## src/verilog/mem_cfg_pkg.sv

```systemverilog
// sizing constants of the vcache memory system
// port count, address and data widths, DRAM latency, queue depth

package mem_cfg_pkg;

  // peer vcache DMA ports sharing one channel
  localparam int NUM_VCACHES = 4;

  // port id, placed in front of the local word address
  localparam int VCACHE_ID_W = 2;

  // cache-local word address
  localparam int LOCAL_ADDR_W = 8;

  // full word address in the shared test DRAM
  localparam int MEM_ADDR_W = VCACHE_ID_W + LOCAL_ADDR_W;

  // one data word per request
  localparam int DATA_W = 32;

  // cycles from request acceptance to read response
  localparam int DRAM_LAT = 3;

  // entries in each port's request and response queue
  localparam int PORT_FIFO_DEPTH = 2;

endpackage

```

## src/verilog/dma_pkg.sv

```systemverilog
// DMA packet as seen at a vcache port
// memory word address with port id, data word type

package dma_pkg;

  // one data word
  typedef logic [mem_cfg_pkg::DATA_W-1:0] data_t;

  // request packet from a vcache, 41 bits
  typedef struct packed {
    logic                                write_not_read;
    logic [mem_cfg_pkg::LOCAL_ADDR_W-1:0] addr;
    data_t                               data;
  } dma_pkt_s;

  // address in the shared memory
  // id in the upper bits so caches never alias
  typedef struct packed {
    logic [mem_cfg_pkg::VCACHE_ID_W-1:0]  id;
    logic [mem_cfg_pkg::LOCAL_ADDR_W-1:0] local_addr;
  } mem_addr_s;

endpackage

```

## src/verilog/dma_req_if.sv

```systemverilog
// memory request link with valid/yumi handshake
// src holds v and payload until dst raises yumi

`timescale 1ns/1ps

interface dma_req_if;

  logic              v;
  logic              write_not_read;
  dma_pkg::mem_addr_s addr;
  dma_pkg::data_t    data;
  logic              yumi;

  modport src (
    output v, write_not_read, addr, data,
    input  yumi
  );

  modport dst (
    input  v, write_not_read, addr, data,
    output yumi
  );

endinterface

```

## src/verilog/dma_fifo.sv

```systemverilog
// small circular-buffer FIFO, element type given as a parameter
// valid/yumi on the output side, occupancy count for credit checks

`timescale 1ns/1ps

module dma_fifo #(
  parameter type el_t    = logic,
  parameter int  depth_p = 2
) (
  input  logic                         clk_i,
  input  logic                         arst_n_i,
  input  logic                         v_i,
  input  el_t                          data_i,
  output logic                         ready_o,
  output logic                         v_o,
  output el_t                          data_o,
  input  logic                         yumi_i,
  output logic [$clog2(depth_p+1)-1:0] count_o
);

  localparam int ptr_w_lp = (depth_p > 1) ? $clog2(depth_p) : 1;
  localparam int cnt_w_lp = $clog2(depth_p + 1);

  el_t                 mem_r [depth_p];
  logic [ptr_w_lp-1:0] wr_ptr_r;
  logic [ptr_w_lp-1:0] rd_ptr_r;
  logic [cnt_w_lp-1:0] count_r;
  logic                enq;
  logic                deq;

  // pointer step with wrap for any depth
  function automatic logic [ptr_w_lp-1:0] ptr_inc(input logic [ptr_w_lp-1:0] ptr);
    if (int'(ptr) == depth_p - 1) begin
      return '0;
    end
    return ptr + 1'b1;
  endfunction

  assign ready_o = (count_r < depth_p);
  assign v_o     = (count_r != '0);
  assign data_o  = mem_r[rd_ptr_r];
  assign count_o = count_r;

  assign enq = v_i & ready_o;
  assign deq = yumi_i & v_o;

  always_ff @(posedge clk_i or negedge arst_n_i) begin
    if (!arst_n_i) begin
      wr_ptr_r <= '0;
      rd_ptr_r <= '0;
      count_r  <= '0;
    end else begin
      if (enq) begin
        wr_ptr_r <= ptr_inc(wr_ptr_r);
      end
      if (deq) begin
        rd_ptr_r <= ptr_inc(rd_ptr_r);
      end
      case ({enq, deq})
        2'b10:   count_r <= count_r + 1'b1;
        2'b01:   count_r <= count_r - 1'b1;
        default: count_r <= count_r;
      endcase
    end
  end

  // storage
  always_ff @(posedge clk_i) begin
    if (enq) begin
      mem_r[wr_ptr_r] <= data_i;
    end
  end

endmodule

```

## src/verilog/vcache_dma_port.sv

```systemverilog
// one vcache DMA port: request queue, read credit, response queue
// prefixes its id to the local address, picks its own responses

`timescale 1ns/1ps

module vcache_dma_port #(
  parameter int port_id_p = 0
) (
  input  logic                                clk_i,
  input  logic                                arst_n_i,

  input  logic                                pkt_v_i,
  input  dma_pkg::dma_pkt_s                   pkt_i,
  output logic                                pkt_yumi_o,

  output logic                                data_v_o,
  output dma_pkg::data_t                      data_o,
  input  logic                                data_yumi_i,

  dma_req_if.src                              req,

  input  logic                                resp_v_i,
  input  logic [mem_cfg_pkg::VCACHE_ID_W-1:0] resp_id_i,
  input  dma_pkg::data_t                      resp_data_i
);

  localparam int depth_lp = mem_cfg_pkg::PORT_FIFO_DEPTH;
  localparam int cnt_w_lp = $clog2(depth_lp + 1);
  localparam logic [mem_cfg_pkg::VCACHE_ID_W-1:0] id_lp =
    port_id_p[mem_cfg_pkg::VCACHE_ID_W-1:0];

  logic              pkt_ready;
  logic              head_v;
  dma_pkg::dma_pkt_s head;
  logic              resp_hit;
  logic [cnt_w_lp-1:0] resp_count;
  logic [cnt_w_lp-1:0] inflight_r;
  logic [cnt_w_lp:0]   used_credits;
  logic              credit_ok;
  logic              rd_issue;

  // request queue, accepts in the same cycle as v
  dma_fifo #(
    .el_t    (dma_pkg::dma_pkt_s),
    .depth_p (depth_lp)
  ) u_req_fifo (
    .clk_i    (clk_i),
    .arst_n_i (arst_n_i),
    .v_i      (pkt_v_i),
    .data_i   (pkt_i),
    .ready_o  (pkt_ready),
    .v_o      (head_v),
    .data_o   (head),
    .yumi_i   (req.yumi),
    .count_o  ()
  );

  assign pkt_yumi_o = pkt_v_i & pkt_ready;

  // a read needs a response slot not already promised
  assign used_credits = resp_count + inflight_r;
  assign credit_ok    = (used_credits < depth_lp);

  assign req.v              = head_v & (head.write_not_read | credit_ok);
  assign req.write_not_read = head.write_not_read;
  assign req.addr           = '{id: id_lp, local_addr: head.addr};
  assign req.data           = head.data;

  assign rd_issue = req.v & req.yumi & ~head.write_not_read;
  assign resp_hit = resp_v_i & (resp_id_i == id_lp);

  // reads between acceptance in memory and the response
  always_ff @(posedge clk_i or negedge arst_n_i) begin
    if (!arst_n_i) begin
      inflight_r <= '0;
    end else begin
      case ({rd_issue, resp_hit})
        2'b10:   inflight_r <= inflight_r + 1'b1;
        2'b01:   inflight_r <= inflight_r - 1'b1;
        default: inflight_r <= inflight_r;
      endcase
    end
  end

  // response queue, always has room thanks to the credit check
  dma_fifo #(
    .el_t    (dma_pkg::data_t),
    .depth_p (depth_lp)
  ) u_resp_fifo (
    .clk_i    (clk_i),
    .arst_n_i (arst_n_i),
    .v_i      (resp_hit),
    .data_i   (resp_data_i),
    .ready_o  (),
    .v_o      (data_v_o),
    .data_o   (data_o),
    .yumi_i   (data_yumi_i),
    .count_o  (resp_count)
  );

endmodule
```

## src/flat_wrapper.sv

```systemverilog
// flat-port wrapper written by rule: the top's interface ports become plain ports
module vcache_dma_port_flat 
#(
  parameter int port_id_p = 0
)
  (clk_i, arst_n_i, pkt_v_i, pkt_i, pkt_yumi_o, data_v_o, data_o, data_yumi_i, resp_v_i, resp_id_i, resp_data_i, req_v, req_write_not_read, req_addr, req_data, req_yumi);
  dma_req_if req_i ();
  input  logic clk_i;
  input  logic arst_n_i;
  input  logic pkt_v_i;
  input  dma_pkg::dma_pkt_s pkt_i;
  output logic pkt_yumi_o;
  output logic data_v_o;
  output dma_pkg::data_t data_o;
  input  logic data_yumi_i;
  input  logic resp_v_i;
  input  logic [mem_cfg_pkg::VCACHE_ID_W-1:0] resp_id_i;
  input  dma_pkg::data_t resp_data_i;
  output wire logic [$bits(req_i.v)-1:0] req_v;
  output wire logic [$bits(req_i.write_not_read)-1:0] req_write_not_read;
  output wire logic [$bits(req_i.addr)-1:0] req_addr;
  output wire logic [$bits(req_i.data)-1:0] req_data;
  input wire logic [$bits(req_i.yumi)-1:0] req_yumi;
  assign req_v = req_i.v;
  assign req_write_not_read = req_i.write_not_read;
  assign req_addr = req_i.addr;
  assign req_data = req_i.data;
  assign req_i.yumi = req_yumi;
  vcache_dma_port #(.port_id_p(port_id_p)) u_core (.clk_i(clk_i), .arst_n_i(arst_n_i), .pkt_v_i(pkt_v_i), .pkt_i(pkt_i), .pkt_yumi_o(pkt_yumi_o), .data_v_o(data_v_o), .data_o(data_o), .data_yumi_i(data_yumi_i), .req(req_i), .resp_v_i(resp_v_i), .resp_id_i(resp_id_i), .resp_data_i(resp_data_i));
endmodule
```

## config.mk

```make
export PLATFORM = sky130hd
export DESIGN_NAME = vcache_dma_port_flat
export DESIGN_NICKNAME = d
export VERILOG_FILES = /design/src/verilog/mem_cfg_pkg.sv /design/src/verilog/dma_pkg.sv /design/src/verilog/dma_req_if.sv /design/src/verilog/dma_fifo.sv /design/src/verilog/vcache_dma_port.sv /design/src/flat_wrapper.sv
export SDC_FILE = /design/constraint.sdc
export NUM_CORES = 1
export LEC_CHECK = 0
export BUFFER_PORTS_ARGS = -buffer_cell sky130_fd_sc_hd__buf_4
export CORE_MARGIN = 3
export CORE_UTILIZATION = 28
export DETAILED_ROUTE_END_ITERATION = 8
export PLACE_DENSITY = 0.54
export SYNTH_ARGS = -nofsm -noshare
export SYNTH_HDL_FRONTEND = slang
export SYNTH_SLANG_ARGS = --single-unit
```

## constraint.sdc

```tcl
create_clock -name clk_i -period 3.3 [get_ports clk_i]
set_input_delay 0.33 -clock clk_i [delete_from_list [all_inputs] [get_ports clk_i]]
set_output_delay 0.33 -clock clk_i [all_outputs]
set_load 0.05 [all_outputs]
```

# Word level (Yosys, flattened, before mapping)
# Memories as Yosys holds them, arrays and structs flattened.
# Cells that the tools add are included.
# totals
ff_bits	10
mem_bits_rw	146
output_inout_bits	78
word_cells	68
n_memories	2
# classes
n_addsub	11
n_lt_le_gt_ge	3
n_eq_ne	6
muxes	23
bitwise	10
n_reduce_logical	6
# memory_table
name	words	width	read_ports	rd_clocked_by_memory_dff	wr	line_no	text
u_core.u_req_fifo.mem_r	2	41	1	0	1	dma_fifo.sv:24	el_t mem_r [depth_p];
u_core.u_resp_fifo.mem_r	2	32	1	0	1	dma_fifo.sv:24	
# op_table
operator	count
1-bit two-way mux	20
2-bit one-hot mux with 2 select lines	3
2-bit nonzero test	5
1-bit AND	8
2-bit by 1-bit adder with 2-bit output (second input constant)	3
2-bit by 1-bit equality test with 1-bit output (second input constant)	3
2-bit equality test (second input constant)	3
2-bit by 1-bit subtractor with 2-bit output (second input constant)	3
1-bit adder (second input constant)	4
2-bit less-than comparator (second input constant)	2
2-bit by 2-bit adder with 3-bit output	1
3-bit by 2-bit less-than comparator with 1-bit output (second input constant)	1
2-bit zero test	1
1-bit inverter	1
1-bit bitwise OR	1

# Logic depth before layout (Yosys ltp)
# depth
depth_word	8
mapped_depth	7
mapped_depth_nobuf	7

# Modules after synthesis
# Synthesis repeated with hierarchy kept, for this count alone.
# unflattened
hier_cells	281
area_unflattened_um2	6158.4
# by_module_without_submodules
module	n_inst	cells_each	area_each_um2	seq_area_each_um2
dma_fifo (u_core.u_req_fifo)	1	145	3321.9	2562.5
dma_fifo (u_core.u_resp_fifo)	1	117	2657.5	2021.9
vcache_dma_port	1	19	178.9	50.0

# Worst setup path before layout
# No wires, ideal clock.
# synth_path
path_type	register to register
from	register u_core.u_req_fifo.count_r[1], in the netlist u_core.u_req_fifo.count_o[1]
to	memory u_core.u_req_fifo.mem_r[0][0] (netlist name) (enable)
setup_ns	0.439
t_arrival_ns	2.325
t_required_ns	2.861
slack_ns	0.536
path_stages_with_launch	3
path_buffers	0
cell_sequence	dfrtp_1 -> nand2b_1 -> nor2_1
# synth_between
elab_chain_cells	4
# synth_lines
element	line_no	text
from (decl)	dma_fifo.sv:27	logic [cnt_w_lp-1:0] count_r;
from (signal assigned)	dma_fifo.sv:60	2'b10: count_r <= count_r + 1'b1;
from (signal assigned)	dma_fifo.sv:61	2'b01: count_r <= count_r - 1'b1;
from (signal assigned)	dma_fifo.sv:62	default: count_r <= count_r;
2-bit less-than comparator	dma_fifo.sv:39	assign ready_o = (count_r < depth_p);
1-bit AND	dma_fifo.sv:44	assign enq = v_i & ready_o;
1-bit two-way mux	dma_fifo.sv:69	if (enq) begin
1-bit two-way mux (not written as such)	dma_fifo.sv:70	mem_r[wr_ptr_r] <= data_i;
to (decl)	dma_fifo.sv:24	
# Every way passes these cells.

# Worst setup path in the final report
# layout_path
from	register u_core.u_resp_fifo.rd_ptr_r
to	output port data_o[3]
# layout_between
elab_chain_cells	1
# layout_lines
element	line_no	text
from (decl)	dma_fifo.sv:26	logic [ptr_w_lp-1:0] rd_ptr_r;
from (signal assigned)	dma_fifo.sv:57	rd_ptr_r <= ptr_inc(rd_ptr_r);
memory read 2 x 32 bit	--	
to (decl)	flat_wrapper.sv:14	output dma_pkg::data_t data_o;
# Every way passes these cells.

==> flow_summary.json <==
{
  "async_flop_share": 0.06410,
  "hold_path.class": "primary input to flop",
  "antenna_left": 0,
  "fp.dieArea_mm2": 0.02367,
  "power_frac_comb": 0.415,
  "drc": 0,
  "synth_top_area_frac": 0.7164,
  "grt_antenna_before_repair": 0,
  "nets": 536,
  "arrival_ps": 2020,
  "timing.rr.start": "u_core.u_req_fifo.count_o[1]",
  "drive_gt1_frac": 0.5841,
  "yosysUniqueCellTypes": 24,
  "synth_ff_type": "edfxtp_1",
  "grt_setup_unrepaired": "false",
  "grt_use_total": 0.1020,
  "p_int_mw": 4.758,
  "clock-skew-final_ps": 6.767,
  "finalSetupTns_ps": 0,
  "yosys.area.top_type": "edfxtp_1",
  "htree_num_levels": 4,
  "switching_share": 0.3806,
  "drt_iter0_drc": 105,
  "relSlewSlack": 0.3071,
  "pwr_density_cell_mw_per_mm2": 943.7,
  "clockRootBuffer": "clkbuf_16",
  "clkPwrFrac": 0.236,
  "crit_fanout": 19,
  "gp_congestion": 0.6950,
  "core-area_mm2": 0.02122,
  "cts_sinks": 156,
  "drt_wl_total_um": 11950,
  "slew_violations": 0,
  "finalHoldViolations": 0,
  "peakVddDrop_uv": 466.1,
  "cts_made_buffers": 17,
  "netSwitchingPower_mw": 2.924,
  "status": "complete, no violations",
  "p_leak_nw": 3.200,
  "vias": 3049,
  "hold_depth": 1,
  "port_buffers": 156,
  "critPathCaptureType": "output port",
  "pin_count": 159,
  "initial_core_util": 0.2884,
  "worst_slew_pin_slew_ps": 1039,
  "fin_crit_sh": 0.7114,
  "avgRoutedWirePerCell_um": 16.17,
  "setup_viol": 0,
  "grt_pass1_wl_um": 18530,
  "synthCells": 280,
  "cap_violations": 0,
  "syn_avg_cell_area_um2": 21.86,
  "die_h_um": 153.8,
  "grt_max_degree": 42,
  "dr.pass1.iters": 4,
  "synthTopCellsByArea": "edfxtp_1 72%, mux2_4 17%, dfrtp_1 4.1%",
  "via_per_inst": 4.126,
  "synth-edff-count": 146,
  "grt_pass1_vias": 3414,
  "yosys_warnings": 0,
  "r2r.worst_path.cells": 3,
  "fmax_mhz": 426.0,
  "pwr-share-seq": 0.349,
  "ys_ff_latch": 156,
  "critPathKind": "flop to output port",
  "cts_max_path_buffers": 2,
  "n_antenna_cell": 0,
  "area_delta_synth_final_pct": 33.02,
  "clock_latency_ps": 410,
  "hpwl_um": 8251,
  "path_clk_slew_ps": 60,
  "ff_latch_area_mm2": 0.004637,
  "postCtsSetupRepairBufs": 0,
  "die_x_um": 153.8,
  "multiInputGateArea_mm2": 0.001374,
  "placed_cells": 706,
  "cts_resized": 0,
  "grt.overflow.total": 0,
  "hold_buffers": 1,
  "critPathLaunchType": "flop",
  "fill_cells": 1976,
  "period_minus_slack_ps": 2348,
  "seq_area_frac_synth": 0.7573,
  "min_from": "pkt_i[5]",
  "rows": 53,
  "crit_path_start": "u_core.u_resp_fifo.rd_ptr_r",
  "required_ps": 2970,
  "cts_tree": "yes",
  "final_cells": 739,
  "netlist_area_mm2": 0.006120
}
## final timing paths
path	to	slack, ps
setup / recovery	data_o[3]	950
hold reg to reg	u_core.u_req_fifo.count_o[1]	500
max in group asynchronous	u_core.u_req_fifo.rd_ptr_r	2800
hold / removal	u_core.u_req_fifo.mem_r[1][5]	100
setup reg to reg	u_core.u_req_fifo.mem_r[1][14]	1280
min in group asynchronous	u_core.u_resp_fifo.rd_ptr_r	330
## flip-flops by register name, indices dropped and copies added, names as in the netlist
name / flops
u_core.u_req_fifo.rd_ptr_r: 1
u_core.u_resp_fifo.wr_ptr_r: 1
u_core.u_resp_fifo.rd_ptr_r: 1
u_core.u_req_fifo.count_o: 2
u_core.u_resp_fifo.mem_r: 64
u_core.inflight_r: 2
u_core.u_resp_fifo.count_o: 2
u_core.u_req_fifo.mem_r: 82
u_core.u_req_fifo.wr_ptr_r: 1
## through the flow
stage            util  power [mW]  instance area, µm²  setup WS [ps]  hold slack (ps)
2_1_floorplan       -       5.185                6123          535.9            34.41
5_1_grt        0.3836       8.033                8140          839.5            74.25
4_1_cts        0.3836       7.814                8140          878.3            74.55
6_report       0.3836       7.682                8140          952.5            99.97
3_3_place_gp   0.3571       5.936                7579           1294            167.3
3_5_place_dp   0.3571       5.961                7579           1208            174.1
## cell usage in the layout, fill, tap and decap left out, types with 2 or more instances in the layout
master      instances
edfxtp_1          146
buf_4             161
xor2_1              3
mux2_4             68
clkinvlp_4          5
clkbuf_1            2
clkbuf_16          17
nand2_1             3
inv_1               4
nor2_4              2
conb_1              2
clkinv_2            2
nor2_1              4
ha_1                3
mux2_2              4
dfrtp_2             2
inv_6               2
dfrtp_1             8
xnor2_1            10
## worst max-delay path: stages (launching register included)
cell     delay, ps
dfrtp_2        640
buf_4          420
mux2_4         340
buf_4          190
## per-layer routing
| layer | up-vias | track usage | wire (µm) |
|---|---|---|---|
| li1 | 1411 | - | - |
| met1 | 1493 | 0.1299 | 5351 |
| met2 | 133 | 0.1521 | 5228 |
| met3 | 12 | 0.04954 | 1220 |
| met4 | 0 | 0.03532 | 149 |
| met5 | - | 0 | 0 |
## power groups by stage
stage                     clock network, mW  registers (mW)  logic [mW]
after floorplan                           0            2.62        2.57
after global placement                    0            2.72        3.22
after detailed placement                  0            2.73        3.23
after CTS                              1.88            2.69        3.24
after global routing                   1.96            2.72        3.35
final                                  1.81            2.68        3.19
## area by class of cell
| type | count | share of cell area |
|---|---|---|
| clock buffer | 19 | 0.05318 |
| multi-input combinational | 110 | 0.1688 |
| sequential | 156 | 0.5696 |
| tap | 275 | 0.04227 |
| clock inverter | 13 | 0.01460 |
| inverter | 4 | 0.001844 |
| timing repair buffer | 162 | 0.1497 |
## kinds of logic after synthesis
family | Yosys count | share of synthesized area
buf+inv | 15 | 0.02147
compound gates | 1 | 0.0008170
mux | 73 | 0.1758
flops | 156 | 0.7573
xor+xnor | 13 | 0.01861
fa+ha+maj | 4 | 0.009406
simple gates | 17 | 0.01595
other cells | 1 | 0.0006128
## cells in the mapped netlist, drive strengths merged (2+ instances only)
library cell  instances
and2                  2
buf                  11
dfrtp                10
edfxtp              146
ha                    3
inv                   4
mux2                 72
nand2                 3
nor2                  6
xnor2                10
xor2                  3
Power figures use the tool's default switching activity.
